[src/rtl/dma_retry_pkg.sv]
`default_nettype none

package dma_retry_pkg;

   localparam int TAG_W   = 4;
   localparam int CTXT_W  = 3;
   localparam int TSTAG_W = 3;
   localparam int DAT_W   = 16;
   localparam int RC_W    = 8;
   localparam int CRED_W  = 5;
   localparam int N_CTXT  = 8;
   localparam int N_TSTAG = 8;

   // width of the word that travels down the pipeline
   localparam int PIPE_W = TAG_W + 1 + TSTAG_W + DAT_W;

   localparam logic [0:RC_W-1] RC_OK    = 8'h00;
   localparam logic [0:RC_W-1] RC_CRED  = 8'h09;
   localparam logic [0:RC_W-1] RC_TSINV = 8'h81;
   localparam logic [0:RC_W-1] RC_CTXT  = 8'h0b;

   localparam logic CTRL_ADD = 1'b0;
   localparam logic CTRL_TRM = 1'b1;

   typedef struct packed {
      logic [0:TAG_W-1]   tag;
      logic               tstag_v;
      logic [0:TSTAG_W-1] tstag;
      logic [0:DAT_W-1]   dat;
   } req_fields_t;

   // a context command only needs its op, the rest of the word is unused
   typedef struct packed {
      logic              op;
      logic [0:PIPE_W-2] pad;
   } ctrl_fields_t;

   // is_ctrl next to the word selects which view is live
   typedef union packed {
      req_fields_t  req;
      ctrl_fields_t ctrl;
   } pipe_word_u;

endpackage

`default_nettype wire

[src/rtl/dma_pipe_if.sv]
`timescale 1ns/1ps
`default_nettype none

// one valid/ready hop between two pipeline stages
interface dma_pipe_if
   import dma_retry_pkg::*;
   ();

   logic              v;
   logic              r;
   logic              is_ctrl;
   logic [0:CTXT_W-1] ctxt;
   pipe_word_u        w;

   // the valid table stage fills in these lookup results
   logic              ctxt_vld;
   logic              ts_vld;

   modport src (output v, is_ctrl, ctxt, w, ctxt_vld, ts_vld, input r);
   modport dst (input v, is_ctrl, ctxt, w, ctxt_vld, ts_vld, output r);

endinterface

`default_nettype wire

[src/rtl/dma_admit.sv]
`timescale 1ns/1ps
`default_nettype none

module dma_admit
   import dma_retry_pkg::*;
(
   input  logic               i_clk,
   input  logic               i_rst,
   input  logic [0:CRED_W-1]  i_init_credits,
   input  logic               i_req_v,
   input  logic [0:TAG_W-1]   i_req_tag,
   input  logic [0:CTXT_W-1]  i_req_ctxt,
   input  logic               i_req_tstag_v,
   input  logic [0:TSTAG_W-1] i_req_tstag,
   input  logic [0:DAT_W-1]   i_req_dat,
   input  logic               i_ctxt_add_v,
   input  logic               i_ctxt_trm_v,
   input  logic [0:CTXT_W-1]  i_ctxt_id,
   input  logic               i_rsp_v,
   input  logic [0:CRED_W-1]  i_rsp_credits,
   input  logic               i_cred_ret,
   output logic               o_req_rdy,
   output logic               o_ctxt_rdy,
   output logic [0:CRED_W-1]  o_credits,
   dma_pipe_if.src            o_pipe
);

   logic              v_q;
   logic              is_ctrl_q;
   logic [0:CTXT_W-1] ctxt_q;
   pipe_word_u        w_q;
   logic [0:CRED_W-1] cred_q;
   logic [0:CRED_W-1] rsp_add;
   logic              load;
   logic              cmd_v;
   logic              req_acc;
   pipe_word_u        word;

   // the stage register takes a new word whenever its current one leaves
   assign load    = ~v_q | o_pipe.r;
   assign cmd_v   = i_ctxt_add_v | i_ctxt_trm_v;

   // commands win, so a request waits while one is pending
   assign o_ctxt_rdy = load;
   assign o_req_rdy  = load & ~cmd_v & (cred_q != '0);
   assign req_acc    = i_req_v & o_req_rdy;

   always_comb begin
      word = '0;
      if (cmd_v) begin
         word.ctrl.op = i_ctxt_add_v ? CTRL_ADD : CTRL_TRM;
      end else begin
         word.req.tag     = i_req_tag;
         word.req.tstag_v = i_req_tstag_v;
         word.req.tstag   = i_req_tstag;
         word.req.dat     = i_req_dat;
      end
   end

   always_ff @(posedge i_clk) begin
      if (i_rst) begin
         v_q <= 1'b0;
      end else if (load) begin
         v_q <= cmd_v | req_acc;
      end
   end

   always_ff @(posedge i_clk) begin
      if (load) begin
         is_ctrl_q <= cmd_v;
         ctxt_q    <= cmd_v ? i_ctxt_id : i_req_ctxt;
         w_q       <= word;
      end
   end

   // refills, abort returns and the spend on admission all land in one cycle
   assign rsp_add = i_rsp_v ? i_rsp_credits : '0;

   always_ff @(posedge i_clk) begin
      if (i_rst) begin
         cred_q <= i_init_credits;
      end else begin
         cred_q <= cred_q + rsp_add + CRED_W'(i_cred_ret) - CRED_W'(req_acc);
      end
   end

   assign o_credits = cred_q;

   assign o_pipe.v        = v_q;
   assign o_pipe.is_ctrl  = is_ctrl_q;
   assign o_pipe.ctxt     = ctxt_q;
   assign o_pipe.w        = w_q;
   assign o_pipe.ctxt_vld = 1'b0;
   assign o_pipe.ts_vld   = 1'b0;

endmodule

`default_nettype wire

[src/rtl/dma_issue_decide.sv]
`timescale 1ns/1ps
`default_nettype none

module dma_issue_decide
   import dma_retry_pkg::*;
(
   input  logic              i_clk,
   input  logic              i_rst,
   input  logic              i_req_rdy,
   input  logic              i_abort_rdy,
   dma_pipe_if.dst           i_pipe,
   output logic              o_req_v,
   output logic [0:TAG_W-1]  o_req_tag,
   output logic [0:CTXT_W-1] o_req_ctxt,
   output logic [0:DAT_W-1]  o_req_dat,
   output logic              o_abort_v,
   output logic [0:TAG_W-1]  o_abort_tag,
   output logic [0:RC_W-1]   o_abort_rc,
   output logic              o_cred_ret,
   output logic              o_ctxt_add_v,
   output logic              o_ctxt_trm_v,
   output logic [0:CTXT_W-1] o_ctxt_trm_id
);

   logic              req_v_q;
   logic              abort_v_q;
   logic              add_v_q;
   logic              trm_v_q;
   logic [0:TAG_W-1]  tag_q;
   logic [0:CTXT_W-1] ctxt_q;
   logic [0:DAT_W-1]  dat_q;
   logic [0:RC_W-1]   rc_q;
   logic [0:RC_W-1]   rc;
   logic              abort;
   logic              is_req;
   logic              load;

   // a bad timestamp tag is reported ahead of a bad context
   always_comb begin
      if (i_pipe.w.req.tstag_v && !i_pipe.ts_vld) begin
         rc = RC_TSINV;
      end else if (!i_pipe.ctxt_vld) begin
         rc = RC_CTXT;
      end else begin
         rc = RC_OK;
      end
   end

   assign abort  = (rc != RC_OK);
   assign is_req = i_pipe.v & ~i_pipe.is_ctrl;

   // command pulses always leave after one cycle and never block the stage
   assign load = (~req_v_q & ~abort_v_q) | (req_v_q & i_req_rdy) | (abort_v_q & i_abort_rdy);
   assign i_pipe.r = load;

   always_ff @(posedge i_clk) begin
      if (i_rst) begin
         req_v_q   <= 1'b0;
         abort_v_q <= 1'b0;
         add_v_q   <= 1'b0;
         trm_v_q   <= 1'b0;
      end else if (load) begin
         req_v_q   <= is_req & ~abort;
         abort_v_q <= is_req & abort;
         add_v_q   <= i_pipe.v & i_pipe.is_ctrl & (i_pipe.w.ctrl.op == CTRL_ADD);
         trm_v_q   <= i_pipe.v & i_pipe.is_ctrl & (i_pipe.w.ctrl.op == CTRL_TRM);
      end
   end

   always_ff @(posedge i_clk) begin
      if (load) begin
         tag_q  <= i_pipe.w.req.tag;
         ctxt_q <= i_pipe.ctxt;
         dat_q  <= i_pipe.w.req.dat;
         rc_q   <= rc;
      end
   end

   assign o_req_v    = req_v_q;
   assign o_req_tag  = tag_q;
   assign o_req_ctxt = ctxt_q;
   assign o_req_dat  = dat_q;

   assign o_abort_v   = abort_v_q;
   assign o_abort_tag = tag_q;
   assign o_abort_rc  = rc_q;

   // the aborted request gives its credit back once the response port takes it
   assign o_cred_ret = abort_v_q & i_abort_rdy;

   assign o_ctxt_add_v  = add_v_q;
   assign o_ctxt_trm_v  = trm_v_q;
   assign o_ctxt_trm_id = ctxt_q;

endmodule

`default_nettype wire

[src/rtl/dma_retry_top.sv]
`timescale 1ns/1ps
`default_nettype none

module dma_retry_top
   import dma_retry_pkg::*;
(
   input  logic               i_clk,
   input  logic               i_rst,
   input  logic [0:CRED_W-1]  i_init_credits,
   input  logic               i_req_v,
   input  logic [0:TAG_W-1]   i_req_tag,
   input  logic [0:CTXT_W-1]  i_req_ctxt,
   input  logic               i_req_tstag_v,
   input  logic [0:TSTAG_W-1] i_req_tstag,
   input  logic [0:DAT_W-1]   i_req_dat,
   input  logic               i_req_rdy,
   input  logic               i_ctxt_add_v,
   input  logic               i_ctxt_trm_v,
   input  logic [0:CTXT_W-1]  i_ctxt_id,
   input  logic               i_tstag_issue_v,
   input  logic [0:TSTAG_W-1] i_tstag_issue_id,
   input  logic               i_tstag_inv_v,
   input  logic [0:TSTAG_W-1] i_tstag_inv_id,
   input  logic               i_rsp_v,
   input  logic [0:RC_W-1]    i_rsp_d,
   input  logic [0:TAG_W-1]   i_rsp_tag,
   input  logic [0:CRED_W-1]  i_rsp_credits,
   output logic               o_req_rdy,
   output logic               o_req_v,
   output logic [0:TAG_W-1]   o_req_tag,
   output logic [0:CTXT_W-1]  o_req_ctxt,
   output logic [0:DAT_W-1]   o_req_dat,
   output logic               o_ctxt_rdy,
   output logic               o_ctxt_add_v,
   output logic               o_ctxt_trm_v,
   output logic [0:CTXT_W-1]  o_ctxt_trm_id,
   output logic               o_rsp_v,
   output logic [0:TAG_W-1]   o_rsp_tag,
   output logic [0:RC_W-1]    o_rsp_d,
   output logic [0:CRED_W-1]  o_credits
);

   logic             cred_ret;
   logic             abort_v;
   logic             abort_rdy;
   logic [0:TAG_W-1] abort_tag;
   logic [0:RC_W-1]  abort_rc;

   dma_pipe_if a_to_l ();
   dma_pipe_if l_to_d ();

   // requests and context commands share one ordered path through these stages
   dma_admit dma_admit_inst (
      .i_clk, .i_rst, .i_init_credits,
      .i_req_v, .i_req_tag, .i_req_ctxt, .i_req_tstag_v, .i_req_tstag, .i_req_dat,
      .i_ctxt_add_v, .i_ctxt_trm_v, .i_ctxt_id,
      .i_rsp_v, .i_rsp_credits,
      .i_cred_ret (cred_ret),
      .o_req_rdy, .o_ctxt_rdy, .o_credits,
      .o_pipe     (a_to_l.src)
   );

   dma_valid_lookup dma_valid_lookup_inst (
      .i_clk, .i_rst,
      .i_tstag_issue_v, .i_tstag_issue_id, .i_tstag_inv_v, .i_tstag_inv_id,
      .i_pipe (a_to_l.dst),
      .o_pipe (l_to_d.src)
   );

   dma_issue_decide dma_issue_decide_inst (
      .i_clk, .i_rst, .i_req_rdy,
      .i_abort_rdy (abort_rdy),
      .i_pipe      (l_to_d.dst),
      .o_req_v, .o_req_tag, .o_req_ctxt, .o_req_dat,
      .o_abort_v   (abort_v),
      .o_abort_tag (abort_tag),
      .o_abort_rc  (abort_rc),
      .o_cred_ret  (cred_ret),
      .o_ctxt_add_v, .o_ctxt_trm_v, .o_ctxt_trm_id
   );

   // inbound responses bypass the request pipe and go straight to the merge
   dma_rsp_merge dma_rsp_merge_inst (
      .i_clk, .i_rst,
      .i_rsp_v, .i_rsp_d, .i_rsp_tag,
      .i_abort_v   (abort_v),
      .i_abort_tag (abort_tag),
      .i_abort_rc  (abort_rc),
      .o_abort_rdy (abort_rdy),
      .o_rsp_v, .o_rsp_tag, .o_rsp_d
   );

endmodule

`default_nettype wire

[src/rtl/dma_rsp_merge.sv]
`timescale 1ns/1ps
`default_nettype none

module dma_rsp_merge
   import dma_retry_pkg::*;
(
   input  logic             i_clk,
   input  logic             i_rst,
   input  logic             i_rsp_v,
   input  logic [0:RC_W-1]  i_rsp_d,
   input  logic [0:TAG_W-1] i_rsp_tag,
   input  logic             i_abort_v,
   input  logic [0:TAG_W-1] i_abort_tag,
   input  logic [0:RC_W-1]  i_abort_rc,
   output logic             o_abort_rdy,
   output logic             o_rsp_v,
   output logic [0:TAG_W-1] o_rsp_tag,
   output logic [0:RC_W-1]  o_rsp_d
);

   logic             in_v;
   logic             rsp_v_q;
   logic [0:TAG_W-1] tag_q;
   logic [0:RC_W-1]  d_q;

   // credit-only responses just refill the counter and are not forwarded
   assign in_v = i_rsp_v & (i_rsp_d != RC_CRED);

   // the inbound response cannot stall, so an abort waits for a free cycle
   assign o_abort_rdy = ~in_v;

   always_ff @(posedge i_clk) begin
      if (i_rst) begin
         rsp_v_q <= 1'b0;
      end else begin
         rsp_v_q <= in_v | i_abort_v;
      end
   end

   always_ff @(posedge i_clk) begin
      tag_q <= in_v ? i_rsp_tag : i_abort_tag;
      d_q   <= in_v ? i_rsp_d : i_abort_rc;
   end

   assign o_rsp_v   = rsp_v_q;
   assign o_rsp_tag = tag_q;
   assign o_rsp_d   = d_q;

endmodule

`default_nettype wire

[src/rtl/dma_valid_lookup.sv]
`timescale 1ns/1ps
`default_nettype none

module dma_valid_lookup
   import dma_retry_pkg::*;
(
   input  logic               i_clk,
   input  logic               i_rst,
   input  logic               i_tstag_issue_v,
   input  logic [0:TSTAG_W-1] i_tstag_issue_id,
   input  logic               i_tstag_inv_v,
   input  logic [0:TSTAG_W-1] i_tstag_inv_id,
   dma_pipe_if.dst            i_pipe,
   dma_pipe_if.src            o_pipe
);

   logic [0:N_CTXT-1]  ctxt_tbl;
   logic [0:N_TSTAG-1] ts_tbl;
   logic               v_q;
   logic               is_ctrl_q;
   logic [0:CTXT_W-1]  ctxt_q;
   pipe_word_u         w_q;
   logic               ctxt_vld_q;
   logic               ts_vld_q;
   logic               load;
   logic               ctrl_take;

   assign load      = ~v_q | o_pipe.r;
   assign i_pipe.r  = load;
   assign ctrl_take = i_pipe.v & load & i_pipe.is_ctrl;

   // a command updates the table as it passes, so any request behind it
   // is looked up against the new state
   always_ff @(posedge i_clk) begin
      if (i_rst) begin
         ctxt_tbl <= '0;
      end else if (ctrl_take) begin
         ctxt_tbl[i_pipe.ctxt] <= (i_pipe.w.ctrl.op == CTRL_ADD);
      end
   end

   // invalidate is applied last and wins over an issue to the same tag
   always_ff @(posedge i_clk) begin
      if (i_rst) begin
         ts_tbl <= '0;
      end else begin
         if (i_tstag_issue_v) begin
            ts_tbl[i_tstag_issue_id] <= 1'b1;
         end
         if (i_tstag_inv_v) begin
            ts_tbl[i_tstag_inv_id] <= 1'b0;
         end
      end
   end

   always_ff @(posedge i_clk) begin
      if (i_rst) begin
         v_q <= 1'b0;
      end else if (load) begin
         v_q <= i_pipe.v;
      end
   end

   always_ff @(posedge i_clk) begin
      if (load) begin
         is_ctrl_q  <= i_pipe.is_ctrl;
         ctxt_q     <= i_pipe.ctxt;
         w_q        <= i_pipe.w;
         ctxt_vld_q <= ctxt_tbl[i_pipe.ctxt];
         ts_vld_q   <= ts_tbl[i_pipe.w.req.tstag];
      end
   end

   assign o_pipe.v        = v_q;
   assign o_pipe.is_ctrl  = is_ctrl_q;
   assign o_pipe.ctxt     = ctxt_q;
   assign o_pipe.w        = w_q;
   assign o_pipe.ctxt_vld = ctxt_vld_q;
   assign o_pipe.ts_vld   = ts_vld_q;

endmodule

`default_nettype wire

[config.mk]
export PLATFORM = sky130hd
export DESIGN_NAME = dma_retry_top
export DESIGN_NICKNAME = d
export VERILOG_FILES = /design/src/rtl/dma_retry_pkg.sv /design/src/rtl/dma_pipe_if.sv /design/src/rtl/dma_admit.sv /design/src/rtl/dma_issue_decide.sv /design/src/rtl/dma_retry_top.sv /design/src/rtl/dma_rsp_merge.sv /design/src/rtl/dma_valid_lookup.sv
export SDC_FILE = /design/constraint.sdc
export NUM_CORES = 1
export LEC_CHECK = 0
export BUFFER_PORTS_ARGS = -buffer_cell sky130_fd_sc_hd__buf_2
export CAP_MARGIN = 20
export CORE_MARGIN = 1.5
export CORE_UTILIZATION = 50
export CTS_CLUSTER_DIAMETER = 100
export DETAILED_ROUTE_END_ITERATION = 12
export PLACE_DENSITY = 0.73
export SYNTH_ARGS = -nofsm -noshare
export SYNTH_HDL_FRONTEND = slang
export SYNTH_SLANG_ARGS = --single-unit
[constraint.sdc]
create_clock -name i_clk -period 4.77 [get_ports i_clk]
set_input_delay 0.2385 -clock i_clk [delete_from_list [all_inputs] [get_ports i_clk]]
set_output_delay 0.2385 -clock i_clk [all_outputs]
set_load 0.05 [all_outputs]
==> results.md <==
* Buffer depth of the longest clock path at 2
* Number of global-route vias before repair at between 3000 and 4000
* Measured slew at the worst slew-check pin at 0.977 ns
* Final hold viol count at 0
* Pre-Repair DR Iteration Count at 4
* Longest individual stage delay on the worst path at 0.55 ns
* Floorplan Core Area at 9200 µm²
* Compound-gate portion of the synthesized area at 0.0739
* Adder-cell share of the synthesized area at 0.0269
* Leakage power at 0.00286 µW
* Distinct cell type count after synthesis at 45
* Final min period at 3.43 ns
* Total via count in the routed design at 3210
* Global-route wire length before repair at 14.4 mm
* Total Wirelength at 9.14 mm
* Data arrival, critical path at 3.80 ns
* Share of the synthesized area in the top cell type at 0.513
* Post-synthesis instance area at 4740 µm²
* Register bit count reported by yosys at 121
* Routed via count divided by cell count at around 5.1
* Number of diodes added for antenna fixing at 0
* Beginning of the worst hold path: i_req_dat[11]
* Crit path capture type: flip-flop
* Clock tree from TritonCTS: built
* Initial antenna violation count at 0
* # setup viols final at 0
* Number of DRC markers after the initial detailed-route iteration at 95
* Sequential fraction of the synthesis area at 0.682
* TritonCTS buffer count at 17
* Reg2reg setup slack at 1.78 ns
* Proportion of synthesized flip-flops having asynchronous set or reset at 0
* DRC viols at 0
* Post-synthesis mux area share at 0.0501
* Achievable Freq at around 290 MHz
* Highest fanout seen on the critical path at 10
* Combined global-route utilization of all metal layers at 0.193
* Clock transition time at the flip-flop clock pins of the worst setup and hold paths at 0.06 ns
* Post-layout total power at 3040 µW
* RSZ-0062 raised after global routing: false
* Horizontal die dimension at 100 µm
* Floorplan die area at 10100 µm²
* Result of the run: finished clean
* Number of cells on the worst hold path at 2
* Category of cells accounting for the largest share of critical-path delay: simple AND/OR/NAND/NOR gates
* Total number of nets in the final design at 584
* Synth Area in XOR/XNOR at 0.00924
* Die height at 100 µm
* Post-DRT Antenna Nets at 0
* Number of placement rows at 35
* Ordered list of cells on the worst path: dlygate4sd3_1 -> buf_2 -> or4_4 -> o21a_1 -> o2111ai_4 -> and4_1 -> ha_1 -> inv_1 -> fa_1 -> inv_1 -> fa_1 -> nand2b_1 -> a21oi_1 -> xnor2_1 -> o21ai_0
* Overall overflow remaining after global route at 0
* Worst Skew at about 0.0086 ns
* Worst EP required at between 5 and 6 ns
* Startpoint of the most critical register-to-register path: dma_issue_decide_inst.o_req_v
* Total count of max-transition violations in the final report at 0
* Share of synthesized cell area in and, or, nand and nor gates at 0.128
* Buf/Inv on CP at 4
* Peak VDD IR at ~0.00024 V
* Synthesis-to-finish area growth at 35.3%
* Count of mapped cells out of synthesis at 347
* PortBufs at ~120
* Cell taking the most area after synthesis: sky130_fd_sc_hd__edfxtp_1
* Largest family of logic cells by synthesized area: simple AND/OR/NAND/NOR gates
* Avg Inst Size Synth at roughly 14 µm²
* H-tree levels at 4
* Hold Path End: dma_admit_inst.o_pipe.w[4]
* HP Class: input port to flip-flop
* Ys Warns at 0
* Routability-driven placement congestion ratio at 0.859
* Worst slew margin relative to its limit at 0.346
* Power Dens Cells at 474 nW/µm²
* Cell count after placement at 560
* Leading post-synthesis cells by cell area: sky130_fd_sc_hd__edfxtp_1 51%, sky130_fd_sc_hd__dfxtp_1 17%, sky130_fd_sc_hd__and2_1 3.7%, sky130_fd_sc_hd__nand2_1 2.8%, sky130_fd_sc_hd__mux2i_1 2.3%
* Number of cells on the worst reg-to-reg path at 13
* Final Non-Filler Cells at 632
* Number of synthesized flops with an enable pin at 81
* Setup bufs post-CTS at 0
* Share of the clock period used by the worst path at 0.720
* Fill cells at between 600 and 700
* I/O pin count at 116
* Effective utilization at floorplan at 0.516
* Leading register cell type out of synthesis: sky130_fd_sc_hd__edfxtp_1
* Proportion of layout cells with a drive suffix above 1 at 0.319
* End of the worst register-to-register path: dma_admit_inst.o_credits[0]
* Number of sinks on the clock net at 121
* Finished Core Util at 0.698
* Worst-skew pair later-pin latency at 0.50 ns
* Category of the worst setup path launch point: input port
* CTS root buf: sky130_fd_sc_hd__clkbuf_8
* DR WL/cell at 14.5 µm
* Setup tns final at 0 ns
* Slowest cell on the critical path: sky130_fd_sc_hd__or4_4
* Pin count of the biggest net entering global routing at 37
* Setup CP Type: input port to flip-flop
* Max-Cap Viols at 0
* Placed wire-length estimate at roughly 5.9 mm
* Worst-case hold slack at between 0.015 and 0.02 ns
* Synthesized Nets at 423
## where the power goes
group | switching [µW] | total, µW | leakage, µW | internal (µW)
Combinational | 337 | 511 | 0.00130 | 174
Sequential | 35.1 | 1240 | 0.00127 | 1210
Clock | 477 | 1290 | 0.000290 | 810
Total | 849 | 3040 | 0.00286 | 2190
## state kept, by name, summed over array words and instances (netlist names), 3 cells and up
register,count
dma_admit_inst.o_credits,5
dma_admit_inst.o_pipe.ctxt,3
dma_admit_inst.o_pipe.w,24
dma_issue_decide_inst.o_abort_rc,3
dma_issue_decide_inst.o_abort_tag,4
dma_issue_decide_inst.o_ctxt_trm_id,3
dma_issue_decide_inst.o_req_dat,16
dma_rsp_merge_inst.o_rsp_d,8
dma_rsp_merge_inst.o_rsp_tag,4
dma_valid_lookup_inst.ctxt_tbl,8
dma_valid_lookup_inst.o_pipe.ctxt,3
dma_valid_lookup_inst.o_pipe.w,21
dma_valid_lookup_inst.ts_tbl,8
## how the worst max path moves through the flow
stage	from	endpoint	slack [ns]	cells after the start
after floorplan	i_rsp_d[0]	dma_admit_inst.o_credits[0]	0.52	14
after global placement	i_rsp_d[0]	dma_admit_inst.o_credits[0]	1.45	14
after detailed placement	i_rsp_d[0]	dma_admit_inst.o_credits[0]	1.39	14
after CTS	i_rsp_d[0]	dma_admit_inst.o_credits[0]	1.36	15
after global routing	i_rsp_d[0]	dma_admit_inst.o_credits[0]	1.13	15
final	i_rsp_d[0]	dma_admit_inst.o_credits[0]	1.34	15
## layout make-up
type,instances,area [µm²],share of cell area
flip-flops and latches,121,3230,0.504
repair buffers,158,998,0.156
multi-input cells,194,1380,0.215
clock inverters,14,189,0.0294
inverters,16,60.1,0.00936
well taps,111,139,0.0216
clock buffers,18,418,0.0651
## cell families (layout without fill, tap and decap cells)
group	Yosys count	after routing
AOI/OAI and AO/OA	46	46
muxes	20	20
adders and majority gates	9	9
and+or+nand+nor	114	114
buffers and inverters	32	206
xor gates and xnor gates	5	5
DFF	121	121
## Yosys cell counts, types with 3 or more instances
library cell,n
sky130_fd_sc_hd__clkbuf_1,10
sky130_fd_sc_hd__a31oi_1,5
sky130_fd_sc_hd__a311oi_1,4
sky130_fd_sc_hd__dfxtp_1,40
sky130_fd_sc_hd__o2111ai_1,6
sky130_fd_sc_hd__a221oi_1,3
sky130_fd_sc_hd__inv_1,16
sky130_fd_sc_hd__ha_1,7
sky130_fd_sc_hd__buf_4,4
sky130_fd_sc_hd__nor2_1,17
sky130_fd_sc_hd__xor2_1,3
sky130_fd_sc_hd__edfxtp_1,81
sky130_fd_sc_hd__nor2b_1,10
sky130_fd_sc_hd__nand2_1,35
sky130_fd_sc_hd__and2_1,28
sky130_fd_sc_hd__mux2_2,6
sky130_fd_sc_hd__nand2b_1,12
sky130_fd_sc_hd__a211oi_1,3
sky130_fd_sc_hd__mux2i_1,11
sky130_fd_sc_hd__o21ai_0,4
sky130_fd_sc_hd__o211ai_1,3
sky130_fd_sc_hd__a21oi_1,10
## layout by cell type, fill, tap and decap left out, types with 11 or more instances in the layout
cell type / Yosys / layout
sky130_fd_sc_hd__mux2i_1: 11 / 11
sky130_fd_sc_hd__dfxtp_1: 40 / 40
sky130_fd_sc_hd__nand2b_1: 12 / 12
sky130_fd_sc_hd__nor2_1: 17 / 16
sky130_fd_sc_hd__clkbuf_16: 0 / 16
sky130_fd_sc_hd__inv_1: 16 / 16
sky130_fd_sc_hd__edfxtp_1: 81 / 81
sky130_fd_sc_hd__dlygate4sd3_1: 0 / 40
sky130_fd_sc_hd__buf_2: 0 / 115
sky130_fd_sc_hd__nand2_1: 35 / 35
sky130_fd_sc_hd__and2_1: 28 / 28
## layer usage
metal | wire length (µm) | track usage
met5 | 0 | 0
met4 | 252 | 0.104
met3 | 389 | 0.0543
met2 | 4770 | 0.333
met1 | 3730 | 0.216
## metrics by stage
stage / instance area (µm²) / setup slack, ns
floorplan: 4740 / 0.518
finish: 6420 / 1.34
global placement: 5410 / 1.45
detailed placement: 5410 / 1.39
CTS: 6420 / 1.36
global route: 6420 / 1.13
## timing repair
item / CTS / global route
resized for setup: 0 / 0
hold buffers: 40 / 0
hold endpoints to repair: 39 / 0
Note: power is estimated with default switching activity, not from simulation.
